File: src/kmac_params.svh
/*
 * KMAC key-prefix stage shared widths and counts
 * Message word, strobe, key and encoded key block sizes
 */

`ifndef KMAC_PARAMS_SVH
`define KMAC_PARAMS_SVH

// Message path word width towards the SHA3 engine
`define KMAC_MSG_W 64

// One strobe bit per message byte
`define KMAC_STRB_W 8

// Widest supported secret key in bits
`define KMAC_MAX_KEY_LEN 512

// bytepad prefix (16) + left_encode(len) (24) + key bits (512)
`define KMAC_ENC_BLOCK_W 552

// Key word index, covers the 21-word L128 block
`define KMAC_IDX_W 5

`endif
File: src/kmac_ctrl_pkg.sv
/*
 * KMAC controller types
 * State encoding of the key-prefix FSM
 */

package kmac_ctrl_pkg;

  // Controller state
  typedef enum logic [2:0] {
    // Waiting for start with KMAC enabled
    StIdle  = 3'd0,
    // Pushing the encoded key block to SHA3
    StKey   = 3'd1,
    // Forwarding FIFO message, waiting for process
    StMsg   = 3'd2,
    // Process sent, waiting for done
    StFlush = 3'd3,
    // Terminal, only left through reset
    StError = 3'd4
  } kmac_st_e;

endpackage

File: src/kmac_cfg_pkg.sv
/*
 * KMAC configuration types
 * Key length and Keccak strength selects plus the rate lookup
 */

package kmac_cfg_pkg;

  // Secret key length select
  typedef enum logic [2:0] {
    Key128 = 3'd0,
    Key192 = 3'd1,
    Key256 = 3'd2,
    Key384 = 3'd3,
    Key512 = 3'd4
  } key_len_e;

  // Keccak strength select, sets the sponge rate
  typedef enum logic [2:0] {
    L128 = 3'd0,
    L224 = 3'd1,
    L256 = 3'd2,
    L384 = 3'd3,
    L512 = 3'd4
  } strength_e;

  // Sponge rate in bytes for each strength
  // Used both as the bytepad width and, divided by 8, as the block word count
  function automatic logic [7:0] rate_bytes(strength_e strength);
    case (strength)
      L128:    return 8'd168;
      L224:    return 8'd144;
      L256:    return 8'd136;
      L384:    return 8'd104;
      L512:    return 8'd72;
      default: return 8'd0;
    endcase
  endfunction

endpackage

File: src/kmac_key_if.sv
/*
 * KMAC key phase handshake
 * Links the controller FSM with the key word streamer
 */

`timescale 1ns/1ps

interface kmac_key_if;

  // Level, high for the whole key phase
  logic key_write;
  // Key word valid towards SHA3, low once the block is out
  logic key_valid;
  // Single-cycle pulse at the end of the key phase
  logic clr_index;
  // Word index reached the block limit
  logic block_sent;

  // Controller side
  modport ctrl (
    output key_write,
    output key_valid,
    output clr_index,
    input  block_sent
  );

  // Streamer side
  modport stream (
    input  key_write,
    input  key_valid,
    input  clr_index,
    output block_sent
  );

endinterface

File: src/kmac_core.sv
/*
 * KMAC key-prefix core
 * Sits between the message FIFO and SHA3, prepends the encoded key block
 */

`timescale 1ns/1ps

`include "kmac_params.svh"

module kmac_core (
  input  logic                         clk_i,
  input  logic                         rst_ni,
  // Message FIFO
  input  logic                         fifo_valid_i,
  input  logic [`KMAC_MSG_W-1:0]       fifo_data_i,
  input  logic [`KMAC_STRB_W-1:0]      fifo_strb_i,
  output logic                         fifo_ready_o,
  // SHA3 engine
  output logic                         msg_valid_o,
  output logic [`KMAC_MSG_W-1:0]       msg_data_o,
  output logic [`KMAC_STRB_W-1:0]      msg_strb_o,
  input  logic                         msg_ready_i,
  // Configuration
  input  logic                         kmac_en_i,
  input  kmac_cfg_pkg::strength_e      strength_i,
  input  kmac_cfg_pkg::key_len_e       key_len_i,
  input  logic [`KMAC_MAX_KEY_LEN-1:0] key_data_i,
  // Control
  input  logic                         start_i,
  input  logic                         process_i,
  input  logic                         done_i,
  output logic                         process_o,
  input  logic                         escalate_i,
  output logic                         error_o
);

  // Encoded key block, controller to streamer handshake
  logic [`KMAC_ENC_BLOCK_W-1:0] key_block;
  kmac_key_if                   u_key_if ();

  kmac_ctrl u_ctrl (
    .clk_i      (clk_i),
    .rst_ni     (rst_ni),
    .key_if     (u_key_if.ctrl),
    .kmac_en_i  (kmac_en_i),
    .start_i    (start_i),
    .process_i  (process_i),
    .done_i     (done_i),
    .escalate_i (escalate_i),
    .process_o  (process_o),
    .error_o    (error_o)
  );

  kmac_key_encoder u_encoder (
    .key_data_i (key_data_i),
    .key_len_i  (key_len_i),
    .strength_i (strength_i),
    .block_o    (key_block)
  );

  kmac_key_streamer u_streamer (
    .clk_i        (clk_i),
    .rst_ni       (rst_ni),
    .key_if       (u_key_if.stream),
    .strength_i   (strength_i),
    .block_i      (key_block),
    .fifo_valid_i (fifo_valid_i),
    .fifo_data_i  (fifo_data_i),
    .fifo_strb_i  (fifo_strb_i),
    .fifo_ready_o (fifo_ready_o),
    .msg_valid_o  (msg_valid_o),
    .msg_data_o   (msg_data_o),
    .msg_strb_o   (msg_strb_o),
    .msg_ready_i  (msg_ready_i)
  );

endmodule

File: src/kmac_ctrl.sv
/*
 * KMAC key-prefix controller
 * Sequences the key phase, gates process towards SHA3, traps on escalation
 */

`timescale 1ns/1ps

module kmac_ctrl (
  input  logic     clk_i,
  input  logic     rst_ni,
  kmac_key_if.ctrl key_if,
  input  logic     kmac_en_i,
  input  logic     start_i,
  input  logic     process_i,
  input  logic     done_i,
  input  logic     escalate_i,
  output logic     process_o,
  output logic     error_o
);

  kmac_ctrl_pkg::kmac_st_e st_q, st_d;

  // Key phase level, valid and index clear derive from it
  logic key_write;
  // Process request issued by the FSM in StMsg
  logic kmac_process;
  // Process seen before the FSM could forward it
  logic process_latched;

  ////////////////////////////////////////////////////////////
  // FSM
  ////////////////////////////////////////////////////////////

  always_ff @(posedge clk_i or negedge rst_ni) begin
    if (!rst_ni) begin
      st_q <= kmac_ctrl_pkg::StIdle;
    end else begin
      st_q <= st_d;
    end
  end

  always_comb begin
    st_d         = st_q;
    key_write    = 1'b0;
    kmac_process = 1'b0;

    case (st_q)
      kmac_ctrl_pkg::StIdle: begin
        if (kmac_en_i && start_i) begin
          st_d = kmac_ctrl_pkg::StKey;
        end
      end

      // Full block goes out regardless of process_i
      kmac_ctrl_pkg::StKey: begin
        key_write = 1'b1;
        if (key_if.block_sent) begin
          st_d = kmac_ctrl_pkg::StMsg;
        end
      end

      // Forward a fresh or a latched process
      kmac_ctrl_pkg::StMsg: begin
        if (process_i || process_latched) begin
          kmac_process = 1'b1;
          st_d         = kmac_ctrl_pkg::StFlush;
        end
      end

      kmac_ctrl_pkg::StFlush: begin
        if (done_i) begin
          st_d = kmac_ctrl_pkg::StIdle;
        end
      end

      // Terminal
      kmac_ctrl_pkg::StError: st_d = kmac_ctrl_pkg::StError;

      default: st_d = kmac_ctrl_pkg::StError;
    endcase

    // Escalation wins from any state
    if (escalate_i) begin
      st_d = kmac_ctrl_pkg::StError;
    end
  end

  // Key valid drops in the cycle the limit is hit, then the index clears
  assign key_if.key_write = key_write;
  assign key_if.key_valid = key_write & ~key_if.block_sent;
  assign key_if.clr_index = key_write & key_if.block_sent;

  ////////////////////////////////////////////////////////////
  // Process gating
  ////////////////////////////////////////////////////////////

  // Without KMAC the SHA3 engine sees process_i directly
  assign process_o = kmac_en_i ? kmac_process : process_i;

  always_ff @(posedge clk_i or negedge rst_ni) begin
    if (!rst_ni) begin
      process_latched <= 1'b0;
    end else if (process_i && !process_o) begin
      process_latched <= 1'b1;
    end else if (process_o || done_i) begin
      process_latched <= 1'b0;
    end
  end

  assign error_o = (st_q == kmac_ctrl_pkg::StError);

endmodule

File: src/kmac_key_streamer.sv
/*
 * KMAC key word streamer
 * Slices the encoded key block into message words and muxes the SHA3 path
 */

`timescale 1ns/1ps

`include "kmac_params.svh"

module kmac_key_streamer (
  input  logic                         clk_i,
  input  logic                         rst_ni,
  kmac_key_if.stream                   key_if,
  input  kmac_cfg_pkg::strength_e      strength_i,
  input  logic [`KMAC_ENC_BLOCK_W-1:0] block_i,
  // Message FIFO side
  input  logic                         fifo_valid_i,
  input  logic [`KMAC_MSG_W-1:0]       fifo_data_i,
  input  logic [`KMAC_STRB_W-1:0]      fifo_strb_i,
  output logic                         fifo_ready_o,
  // SHA3 side
  output logic                         msg_valid_o,
  output logic [`KMAC_MSG_W-1:0]       msg_data_o,
  output logic [`KMAC_STRB_W-1:0]      msg_strb_o,
  input  logic                         msg_ready_i
);

  // Block zero extended to every index value
  localparam int unsigned ExtW = (2 ** `KMAC_IDX_W) * `KMAC_MSG_W;

  ////////////////////////////////////////////////////////////
  // Word index and block limit
  ////////////////////////////////////////////////////////////

  logic [`KMAC_IDX_W-1:0] key_index;
  logic [`KMAC_IDX_W-1:0] block_limit;

  // Advance only on an accepted key word so stalls hold the word
  always_ff @(posedge clk_i or negedge rst_ni) begin
    if (!rst_ni) begin
      key_index <= '0;
    end else if (key_if.clr_index) begin
      key_index <= '0;
    end else if (key_if.key_valid && msg_ready_i) begin
      key_index <= key_index + 1'b1;
    end
  end

  // Rate in 64-bit words, 21 down to 9
  assign block_limit = `KMAC_IDX_W'(kmac_cfg_pkg::rate_bytes(strength_i) >> 3);

  assign key_if.block_sent = (key_index == block_limit);

  ////////////////////////////////////////////////////////////
  // Slicing and message mux
  ////////////////////////////////////////////////////////////

  logic [ExtW-1:0]        block_ext;
  logic [`KMAC_MSG_W-1:0] key_word;

  // Words past the 552-bit block read as zero padding
  assign block_ext = ExtW'(block_i);
  assign key_word  = block_ext[key_index * `KMAC_MSG_W +: `KMAC_MSG_W];

  // Key phase owns the SHA3 path and stalls the FIFO
  assign msg_valid_o  = key_if.key_write ? key_if.key_valid : fifo_valid_i;
  assign msg_data_o   = key_if.key_write ? key_word : fifo_data_i;
  // Key words are always full width
  assign msg_strb_o   = key_if.key_write ? '1 : fifo_strb_i;
  assign fifo_ready_o = key_if.key_write ? 1'b0 : msg_ready_i;

endmodule

File: src/kmac_key_encoder.sv
/*
 * KMAC key block encoder
 * Builds bytepad(encode_string(K), rate) as a little-endian byte vector
 */

`timescale 1ns/1ps

`include "kmac_params.svh"

module kmac_key_encoder (
  input  logic [`KMAC_MAX_KEY_LEN-1:0] key_data_i,
  input  kmac_cfg_pkg::key_len_e       key_len_i,
  input  kmac_cfg_pkg::strength_e      strength_i,
  output logic [`KMAC_ENC_BLOCK_W-1:0] block_o
);

  // encode_string(K) part above the bytepad prefix
  localparam int unsigned EncStrW = `KMAC_ENC_BLOCK_W - 16;

  ////////////////////////////////////////////////////////////
  // Prefix and key length encoding
  ////////////////////////////////////////////////////////////

  // left_encode(rate) with 0x01 in byte 0 and the rate in bytes in byte 1
  logic [15:0] prefix;
  assign prefix = {kmac_cfg_pkg::rate_bytes(strength_i), 8'h01};

  // left_encode(len(K)) already byte swapped for little-endian order
  logic [23:0] len_enc;
  // Key size in bits driving the key mask
  logic [9:0]  key_bits;
  // 128 and 192 need only one length byte
  logic        len_short;

  always_comb begin
    len_enc   = '0;
    key_bits  = '0;
    len_short = 1'b0;
    case (key_len_i)
      kmac_cfg_pkg::Key128: begin
        len_enc   = 24'h00_80_01;
        key_bits  = 10'd128;
        len_short = 1'b1;
      end
      kmac_cfg_pkg::Key192: begin
        len_enc   = 24'h00_c0_01;
        key_bits  = 10'd192;
        len_short = 1'b1;
      end
      kmac_cfg_pkg::Key256: begin
        len_enc  = 24'h00_01_02;
        key_bits = 10'd256;
      end
      kmac_cfg_pkg::Key384: begin
        len_enc  = 24'h80_01_02;
        key_bits = 10'd384;
      end
      kmac_cfg_pkg::Key512: begin
        len_enc  = 24'h00_02_02;
        key_bits = 10'd512;
      end
      default: begin
        len_enc  = '0;
        key_bits = '0;
      end
    endcase
  end

  ////////////////////////////////////////////////////////////
  // Key masking and concatenation
  ////////////////////////////////////////////////////////////

  // Only the low key_bits of the CSR key are part of the string
  logic [`KMAC_MAX_KEY_LEN-1:0] key_mask;
  logic [`KMAC_MAX_KEY_LEN-1:0] key_masked;

  // Shift of 512 leaves zero so Key512 keeps the full key
  assign key_mask   = ~({`KMAC_MAX_KEY_LEN{1'b1}} << key_bits);
  assign key_masked = key_data_i & key_mask;

  // Short length encoding pulls the key down one byte and zero fills the top
  logic [EncStrW-1:0] enc_string;
  assign enc_string = len_short ? EncStrW'({key_masked, len_enc[15:0]})
                                : EncStrW'({key_masked, len_enc});

  // Prefix lands in bytes 0 and 1 of word 0
  assign block_o = {enc_string, prefix};

endmodule

File: config.mk
export PLATFORM = sky130hd
export DESIGN_NAME = kmac_core
export DESIGN_NICKNAME = d
export VERILOG_FILES = /design/src/kmac_ctrl_pkg.sv /design/src/kmac_cfg_pkg.sv /design/src/kmac_key_if.sv /design/src/kmac_core.sv /design/src/kmac_ctrl.sv /design/src/kmac_key_streamer.sv /design/src/kmac_key_encoder.sv
export VERILOG_INCLUDE_DIRS = /design/src
export SDC_FILE = /design/constraint.sdc
export NUM_CORES = 1
export LEC_CHECK = 0
export BUFFER_PORTS_ARGS = -buffer_cell sky130_fd_sc_hd__buf_2
export CAP_MARGIN = 20
export CORE_AREA = 2 2 259 261
export CTS_CLUSTER_SIZE = 28
export DETAILED_ROUTE_END_ITERATION = 16
export DIE_AREA = 0 0 261 263
export PLACE_DENSITY = 0.4
export RECOVER_POWER = 50
export SLEW_MARGIN = 40
export SYNTH_ARGS = -nofsm -noshare
export SYNTH_HDL_FRONTEND = slang
export SYNTH_SLANG_ARGS = --single-unit
File: constraint.sdc
create_clock -name clk_i -period 6.15 [get_ports clk_i]
set_input_delay 1.5375 -clock clk_i [delete_from_list [all_inputs] [get_ports clk_i]]
set_output_delay 1.5375 -clock clk_i [all_outputs]
set_load 0.01 [all_outputs]
# After elaboration in Yosys (flattened, before gate mapping)
# Index checks and enable logic that the tools add are counted.
op_classes:
  n_addsub: 1
  eq_ne: 17
  shift: 2
  mux: 23
  bitwise: 5
  reduce_logical: 13
ops:
  columns: ["operator", "n"]
  rows:
  - ["variable part select 2048 x 12 -> 64 bit", 1]
  - ["2-to-1 mux 536 bit", 1]
  - ["AND 512 bit", 1]
  - ["NOT 512 bit", 1]
  - ["left shift 512 x 10 -> 512 bit, first input constant", 1]
  - ["one-hot mux 24 bit (5 select lines)", 1]
  - ["2-to-1 mux 64 bit", 1]
  - ["one-hot mux 10 bit (5 select lines)", 1]
  - ["one-hot mux 8 bit (5 select lines)", 1]
  - ["equality test 3 x 2 -> 1 bit, second input constant", 6]
  - ["2-to-1 mux 3 bit", 5]
  - ["one-hot mux 3 bit (4 select lines)", 1]
  - ["2-to-1 mux 5 bit", 2]
  - ["equality test 3 x 1 -> 1 bit, second input constant", 3]
  - ["equality test 3 bit, second input constant", 3]
  - ["logical NOT 3 bit", 3]
  - ["2-to-1 mux 1 bit", 9]
  - ["!= test 3 x 2 -> 1 bit, second input constant", 3]
  - ["2-to-1 mux 8 bit", 1]
  - ["adder 5 x 1 -> 5 bit, second input constant", 1]
  - ["equality test 5 bit", 1]
  - ["AND reduction 4 bit", 1]
  - ["nonzero test 2 bit", 2]
  - ["logical AND 1 bit", 3]
  - ["other kinds (6)", 8]
totals:
  ff_bits: 9
  in_bits: 599
  out_inout_bits: 76
  elab_cells: 64

# Logic depth before layout (Yosys ltp)
# Gate-level depths: netlist of the first run.
depth:
  word_depth: 8
  depth_mapped: 9
  depth_no_buf: 5

# Modules after synthesis
# From an unflattened synthesis of the first run, not the netlist that was laid out.
unflattened:
  cells_unflattened: 1897
  area_unflattened_um2: 15295.9
modules_own_cells:
  columns: ["mod", "n_inst", "cells_per_inst", "area_per_inst_um2", "seq_area_each_um2"]
  rows:
  - ["kmac_key_encoder", 1, 1251, 9359.0, 0.0]
  - ["kmac_key_streamer", 1, 622, 5704.2, 125.1]
  - ["kmac_ctrl", 1, 24, 232.7, 100.1]

# Least setup slack after synthesis of the first run
# No wires, ideal clock.
synth_timing:
  kind: "input-to-output"
  startpoint: "input key_len_i[0]"
  endpoint: "output msg_data_o[32]"
  arrival_ps: 3215
  required_time_ps: 4612
  slack_ps: 1397
  path_stages: 8
  path_buffers: 3
  path_cell_list: "buf_6 > or3b_4 > buf_6 > a21oi_2 > buf_4 > a221oi_1 > or3_1 > a31oi_1"
synth_between:
  elab_chain_len: 8
  elab_cells_between_ends: 14
synth_rtl:
  columns: ["item", "line", "source"]
  rows:
  - ["start: declaration", "kmac_core.sv:26", "input kmac_cfg_pkg::key_len_e key_len_i,"]
  - ["equality test 3 bit, or another cell as far along", "kmac_key_encoder.sv:39", "case (key_len_i)"]
  - ["one-hot mux 10 bit (5 select lines)", "kmac_key_encoder.sv:39", null]
  - ["left shift 512 x 10 -> 512 bit", "kmac_key_encoder.sv:78", "assign key_mask = ~({`KMAC_MAX_KEY_LEN{1'b1}} << key_bits);"]
  - ["NOT 512 bit", "kmac_key_encoder.sv:78", null]
  - ["AND 512 bit", "kmac_key_encoder.sv:79", "assign key_masked = key_data_i & key_mask;"]
  - ["2-to-1 mux 536 bit (*)", "kmac_key_encoder.sv:83", "assign enc_string = len_short ? EncStrW'({key_masked, len_enc[15:0]})"]
  - ["variable part select 2048 x 12 -> 64 bit (*)", "kmac_key_streamer.sv:63", "assign key_word = block_ext[key_index * `KMAC_MSG_W +: `KMAC_MSG_W];"]
  - ["2-to-1 mux 64 bit (*)", "kmac_key_streamer.sv:67", "assign msg_data_o = key_if.key_write ? key_word : fifo_data_i;"]
  - ["end: declaration", "kmac_core.sv:20", "output logic [`KMAC_MSG_W-1:0] msg_data_o,"]
# Every way passes the cells marked *; elsewhere a longest branch is shown, timed or not.

# Worst setup path in the final report of the first run
layout_timing:
  startpoint: "input key_len_i[2]"
  endpoint: "output msg_data_o[30]"
# Same word-level chain as after synthesis.

==> results.py, run 1 <==
metrics = {
    "cts": {
        "cts-htree-levels": 1,
        "clockRootBuffer": "clkbuf_16",
        "cts_tree": "done",
        "cts.path.max_buffers": 2,
        "clock_latency_ns": 0.23,
        "cts_setup_buffers": 0,
        "path_clk_slew_ns": 0.04,
        "hold_buffers": 0,
        "numCtsBuffers": 3,
        "cts_resized": 0,
        "cts.sinks": 9,
    },
    "final_layout": {
        "drive_above_1_share_pct": 45.0,
        "layout_common_cells": "buf_2 (652), a21oi_1 (133), nand2_1 (119)",
        "final_common_cell": "buf_2",
        "final_net_count": 2454,
        "design_area_um2": 13200,
        "syn2layout_area_growth_pct": 55.1,
        "instances_no_fill": 2734,
        "fillerInstances": 7632,
    },
    "global_routing": {
        "grt_pass1_vias": 14200,
        "grt_overflow_total": 0,
        "antenna_found_initial": 61,
        "track_usage_pct": 23.7,
        "grt_pass1_wl_um": 115000,
        "grt_max_degree": 47,
    },
    "detailed_routing": {
        "drtIter0Drc": 1381,
        "avgRoutedWirePerCell_um": 31.8,
        "viasPerCell": 5.29,
        "drc": 0,
        "dr.pass1.iters": 6,
        "vias": 14500,
        "postRouteAntennaNets": 0,
        "routed_wl_um": 87000,
    },
    "sta": {
        "worstMarginPinSlew_ns": 1.95,
        "setup_tns_ns": 0,
        "slew_violations": 47,
        "fmaxAchievable_ghz": 0.168,
        "setup_viol": 0,
        "min_period_over_period_pct": 96.9,
        "fin_skew_ns": 0.00163,
        "hold_violations": 0,
        "rsz0062_at_grt": "no",
        "relSlewSlack_pct": -29.7,
        "min_period_ns": 5.96,
    },
    "logic_synthesis": {
        "synth_seq_area_share_pct": 2.65,
        "syn_area_per_cell_um2": 6.85,
        "synthCells": 1240,
        "syn-num-nets": 1840,
        "synthDistinctLibCells": 78,
        "ys.warnings.count": 0,
        "synth_edf_count": 0,
        "synth-main-ff-cell": "dfrtp_1",
        "async_flop_share_pct": 100,
        "ys_seq_elements": 9,
        "syn_area_um2": 8500,
    },
    "worst_setup_path": {
        "worstPathArrival_ns": 4.42,
        "crit_type": "in -> out",
        "cp-start-kind": "input port",
        "path_max_fanout": 46,
        "crit_required_ns": 4.61,
        "worstSetupEndpointType": "primary output",
    },
    "run_status": {
        "failed_checks": "max-capacitance violations, max-slew violations",
        "status": "finished with violations",
    },
    "floorplan": {
        "fp.dieW_um": 261,
        "io_pins": 675,
        "initial_core_util_pct": 12.9,
        "dieHeight_um": 263,
        "core_um2": 65600,
        "dieArea_um2": 68600,
        "rows": 94,
    },
    "min_path": {
        "hold_path.class": "reg -> reg",
    },
    "pwr": {
        "leakage_nw": 6.09,
        "power.density_nw_per_um2": 59.7,
        "peakVddDrop_mv": 0.0891,
    },
    "place": {
        "placed_cell_area_um2": 13100,
        "gp_congestion": 0.912,
        "io_buffers": 674,
        "place_inst": 2713,
        "place_hpwl_um": 73300,
    },
    "flow_run": {
        "drv_cap": 1,
    },
}
## cells in the mapped netlist, types with 6 or more instances
cell type	instances	area share (%)
o32ai_1	23	2.4
a211oi_1	24	2.1
inv_1	7	0.31
dfrtp_1	9	2.7
a211o_1	9	0.93
a32oi_1	24	2.5
buf_4	12	1.1
a221oi_1	98	10
o31ai_1	24	2.1
clkbuf_1	94	4.2
o211ai_1	9	0.80
a21o_1	7	0.62
a22oi_1	19	1.7
buf_1	10	0.44
a311oi_1	11	1.1
buf_2	48	2.8
o221ai_1	7	0.72
a31o_2	7	0.72
a221o_1	55	6.5
a21oi_1	133	7.8
mux2_2	28	3.7
o2bb2ai_1	8	0.82
a22o_1	22	2.3
nand2_1	119	5.3
o21ai_0	77	4.5
nand3_1	23	1.4
nor3_1	25	1.5
nor2b_1	9	0.66
nand2b_1	20	1.5
o22ai_1	7	0.52
nor2_1	37	1.6
nand4_1	7	0.52
a31oi_1	30	2.2
a2bb2oi_1	9	0.93
mux2i_1	104	12
and3_1	6	0.44
## metrics by stage
stage / util, % / power [mW] / hold WS (ns) / setup WS, ns
5_1_grt: 20.0 / 0.829 / 0.587 / 0.220
6_report: 20.1 / 0.787 / 0.564 / 0.190
2_1_floorplan: - / 0.276 / 0.495 / 1.40
4_1_cts: 20.1 / 0.785 / 0.561 / 0.362
3_5_place_dp: 20.0 / 0.668 / 0.554 / 0.363
3_3_place_gp: 19.9 / 0.662 / 0.520 / 0.370
## flip-flops by register name (all words and copies together) (netlist names)
signal,flops
u_ctrl.st_q,3
u_ctrl.process_latched,1
u_streamer.key_index,5
## final timing paths
kind	startpoint	end	slack (ns)	cells past startpoint
max	key_len_i[2]	msg_data_o[30]	0.19	10
max reg2reg	u_ctrl.st_q[0]	u_streamer.key_index[1]	2.56	4
min reg2reg	u_ctrl.process_latched	u_ctrl.process_latched	0.56	2
max in group asynchronous	rst_ni	u_streamer.key_index[1]	4.54	1
min in group asynchronous	rst_ni	u_ctrl.process_latched	1.24	1
min	u_ctrl.process_latched	u_ctrl.process_latched	0.56	2
## where the power goes
| group | internal (mW) | switching (mW) |
|---|---|---|
| registers | 0.0601 | 0.000512 |
| logic | 0.265 | 0.347 |
| clock network | 0.0866 | 0.0278 |
| total | 0.411 | 0.375 |
## critical path, cell delays in order
cell and delay, ns:
buf_2 0.18, buf_12 0.20, nor3b_2 0.24, buf_12 0.21, nor2_2 0.66, buf_4 0.27, nand2_1 0.05, o2111ai_1 0.62
a31oi_1 0.18, buf_2 0.19
## per-layer routing
layer | GRT usage, % | up-vias | routed length, um
li1 | - | 6343 | -
met1 | 30.4 | 7044 | 36200
met2 | 40.0 | 854 | 41000
met3 | 5.55 | 164 | 7280
met4 | 5.21 | 66 | 2060
met5 | 0 | - | 397
## cell families (layout without fill, tap and decap cells)
| kind of cell | count (synthesis) | in the layout | share of synthesized area (%) |
|---|---|---|---|
| compound gates | 634 | 634 | 55.1 |
| fa+ha+maj | 1 | 1 | 0.147 |
| buf+inv | 177 | 790 | 9.32 |
| flops | 9 | 9 | 2.65 |
| mux | 132 | 132 | 16.0 |
| other cells | 0 | 17 | 0 |
| simple gates | 287 | 287 | 16.8 |
## layout make-up
class	count	area (um^2)	share of cell area (%)
well taps	864	1080	8.20
clock buffers	4	78.8	0.598
repair buffers	776	4150	31.5
inverters	10	37.5	0.285
multi-input cells	1054	7550	57.3
diodes	17	42.5	0.323
flip-flops and latches	9	235	1.79
Note: power is estimated with default switching activity, not from simulation.
==> run 2, diff against run 1 <==
CELL_PAD_IN_SITES_DETAIL_PLACEMENT = 2   (was default)
CELL_PAD_IN_SITES_GLOBAL_PLACEMENT = 2   (was default)
CORE_AREA = 2 2 266 268   (was 2 2 259 261)
DIE_AREA = 0 0 268 270   (was 0 0 261 263)
PLACE_DENSITY = 0.63   (was 0.4)
==> results.py, run 2 (synthesis gave the netlist of run 1 again) <==
metrics = {
    "pwr": {
        "leakage_nw": 5.96,
        "peakVddDrop_mv": 0.0666,
        "power.density_nw_per_um2": 62.5,
    },
    "sta": {
        "slew_violations": 72,
        "fmaxAchievable_ghz": 0.172,
        "setup_tns_ns": 0,
        "setup_slack_ns": 0.333,
        "relSlewSlack_pct": -48.0,
        "setup_viol": 0,
        "hold_violations": 0,
        "worstMarginPinSlew_ns": 2.22,
        "rsz0062_at_grt": "no",
        "min_period_over_period_pct": 94.6,
        "fin_skew_ns": 0.00587,
        "min_period_ns": 5.82,
    },
    "detailed_routing": {
        "dr.pass1.iters": 5,
        "drtIter0Drc": 1038,
        "avgRoutedWirePerCell_um": 33.5,
        "viasPerCell": 5.19,
        "vias": 14500,
        "postRouteAntennaNets": 0,
        "routed_wl_um": 93400,
        "drc": 0,
    },
    "cts": {
        "clockRootBuffer": "clkbuf_16",
        "numCtsBuffers": 3,
        "path_clk_slew_ns": 0.04,
        "cts_tree": "done",
        "cts.path.max_buffers": 2,
        "clock_latency_ns": 0.24,
        "cts_setup_buffers": 0,
        "cts_resized": 0,
        "cts-htree-levels": 1,
        "hold_buffers": 0,
        "cts.sinks": 9,
    },
    "floorplan": {
        "initial_core_util_pct": 12.2,
        "rows": 97,
        "io_pins": 675,
        "dieArea_um2": 72400,
        "core_um2": 69500,
        "fp.dieW_um": 268,
        "dieHeight_um": 270,
    },
    "global_routing": {
        "grt_overflow_total": 0,
        "grt_pass1_vias": 15300,
        "antenna_found_initial": 58,
        "grt_max_degree": 82,
        "grt_pass1_wl_um": 125000,
        "track_usage_pct": 24.5,
    },
    "worst_setup_path": {
        "cp-start-kind": "input port",
        "worstSetupEndpointType": "primary output",
        "crit_type": "in -> out",
        "crit_required_ns": 4.61,
        "path_max_fanout": 12,
        "worstPathArrival_ns": 4.28,
    },
    "final_layout": {
        "layout_common_cells": "buf_2 (658), a21oi_1 (133), nand2_1 (118)",
        "final_common_cell": "buf_2",
        "drive_above_1_share_pct": 44.3,
        "regMostFlops": "u_streamer.key_index",
        "syn2layout_area_growth_pct": 54.1,
        "largest_reg_flops": 5,
        "final_net_count": 2426,
        "top_regs": "u_streamer.key_index (5), u_ctrl.st_q (3), u_ctrl.process_latched (1)",
    },
    "run_status": {
        "failed_checks": "max-capacitance violations, max-slew violations",
        "status": "finished with violations",
    },
    "place": {
        "gp_congestion": 0.912,
        "io_buffers": 674,
        "place_hpwl_um": 79100,
        "place_ws_ns": 0.467,
    },
    "flow_run": {
        "drv_cap": 2,
    },
    "min_path": {
        "hold_path.class": "reg -> reg",
    },
}
[run 2: cell count changes in the layout (fill, tap and decap cells not counted), sizes merged]
| cell | previous run | this run |
|---|---|---|
| diode | 17 | 22 |
| clkbuf | 29 | 22 |
| buf | 751 | 730 |
[run 2: worst paths after layout]
check                      depth (start not counted)                    start                      end  slack, ns
setup / recovery                                   7             key_len_i[2]           msg_data_o[56]       0.33
hold / removal                                     2   u_ctrl.process_latched   u_ctrl.process_latched       0.61
setup reg to reg                                   6  u_streamer.key_index[2]  u_streamer.key_index[1]       2.07
hold reg to reg                                    2   u_ctrl.process_latched   u_ctrl.process_latched       0.61
max in group asynchronous                          1                   rst_ni  u_streamer.key_index[0]       4.41
min in group asynchronous                          1                   rst_ni  u_streamer.key_index[1]       1.28
[run 2: per-layer routing]
metal / up-vias / wire (um) / track usage (%)
met5: - / 407 / 0
met4: 66 / 2990 / 7.38
met3: 165 / 6850 / 5.63
met2: 683 / 44200 / 41.3
met1: 7252 / 38900 / 30.8
li1: 6290 / - / -
[run 2: worst max-delay path: stages]
cell and delay (ns):
buf_2 0.18, buf_4 0.21, nor3b_2 1.00, a221oi_1 0.22, a2111oi_2 0.79, a221o_1 0.21
buf_2 0.13
[run 2: layout make-up]
class	instances	area, um^2
antenna	22	55.1
multi-input combinational	1054	7530
inverter	10	37.5
tap	940	1180
sequential	9	235
timing repair buffer	748	3980
clock buffer	4	78.8
fill	8438	56500
[run 2: report_power, final]
part	leakage (nW)	total [mW]	switching (mW)	internal, mW
Sequential	0.0923	0.0607	0.000682	0.0600
Combinational	5.83	0.636	0.372	0.264
Clock	0.0383	0.121	0.0337	0.0872
[run 2: per-stage QoR]
step                      cells  util (%)  total power, mW  hold WS (ns)  area (um^2)
after floorplan            1240         -            0.276         0.495         8500
after global placement     2761      18.7            0.685         0.534        13000
after detailed placement   2761      18.7            0.693         0.582        13000
after CTS                  2765      18.8            0.816         0.607        13100
after global routing       2779      18.8            0.860         0.615        13100
final                      2787      18.8            0.818         0.606        13100
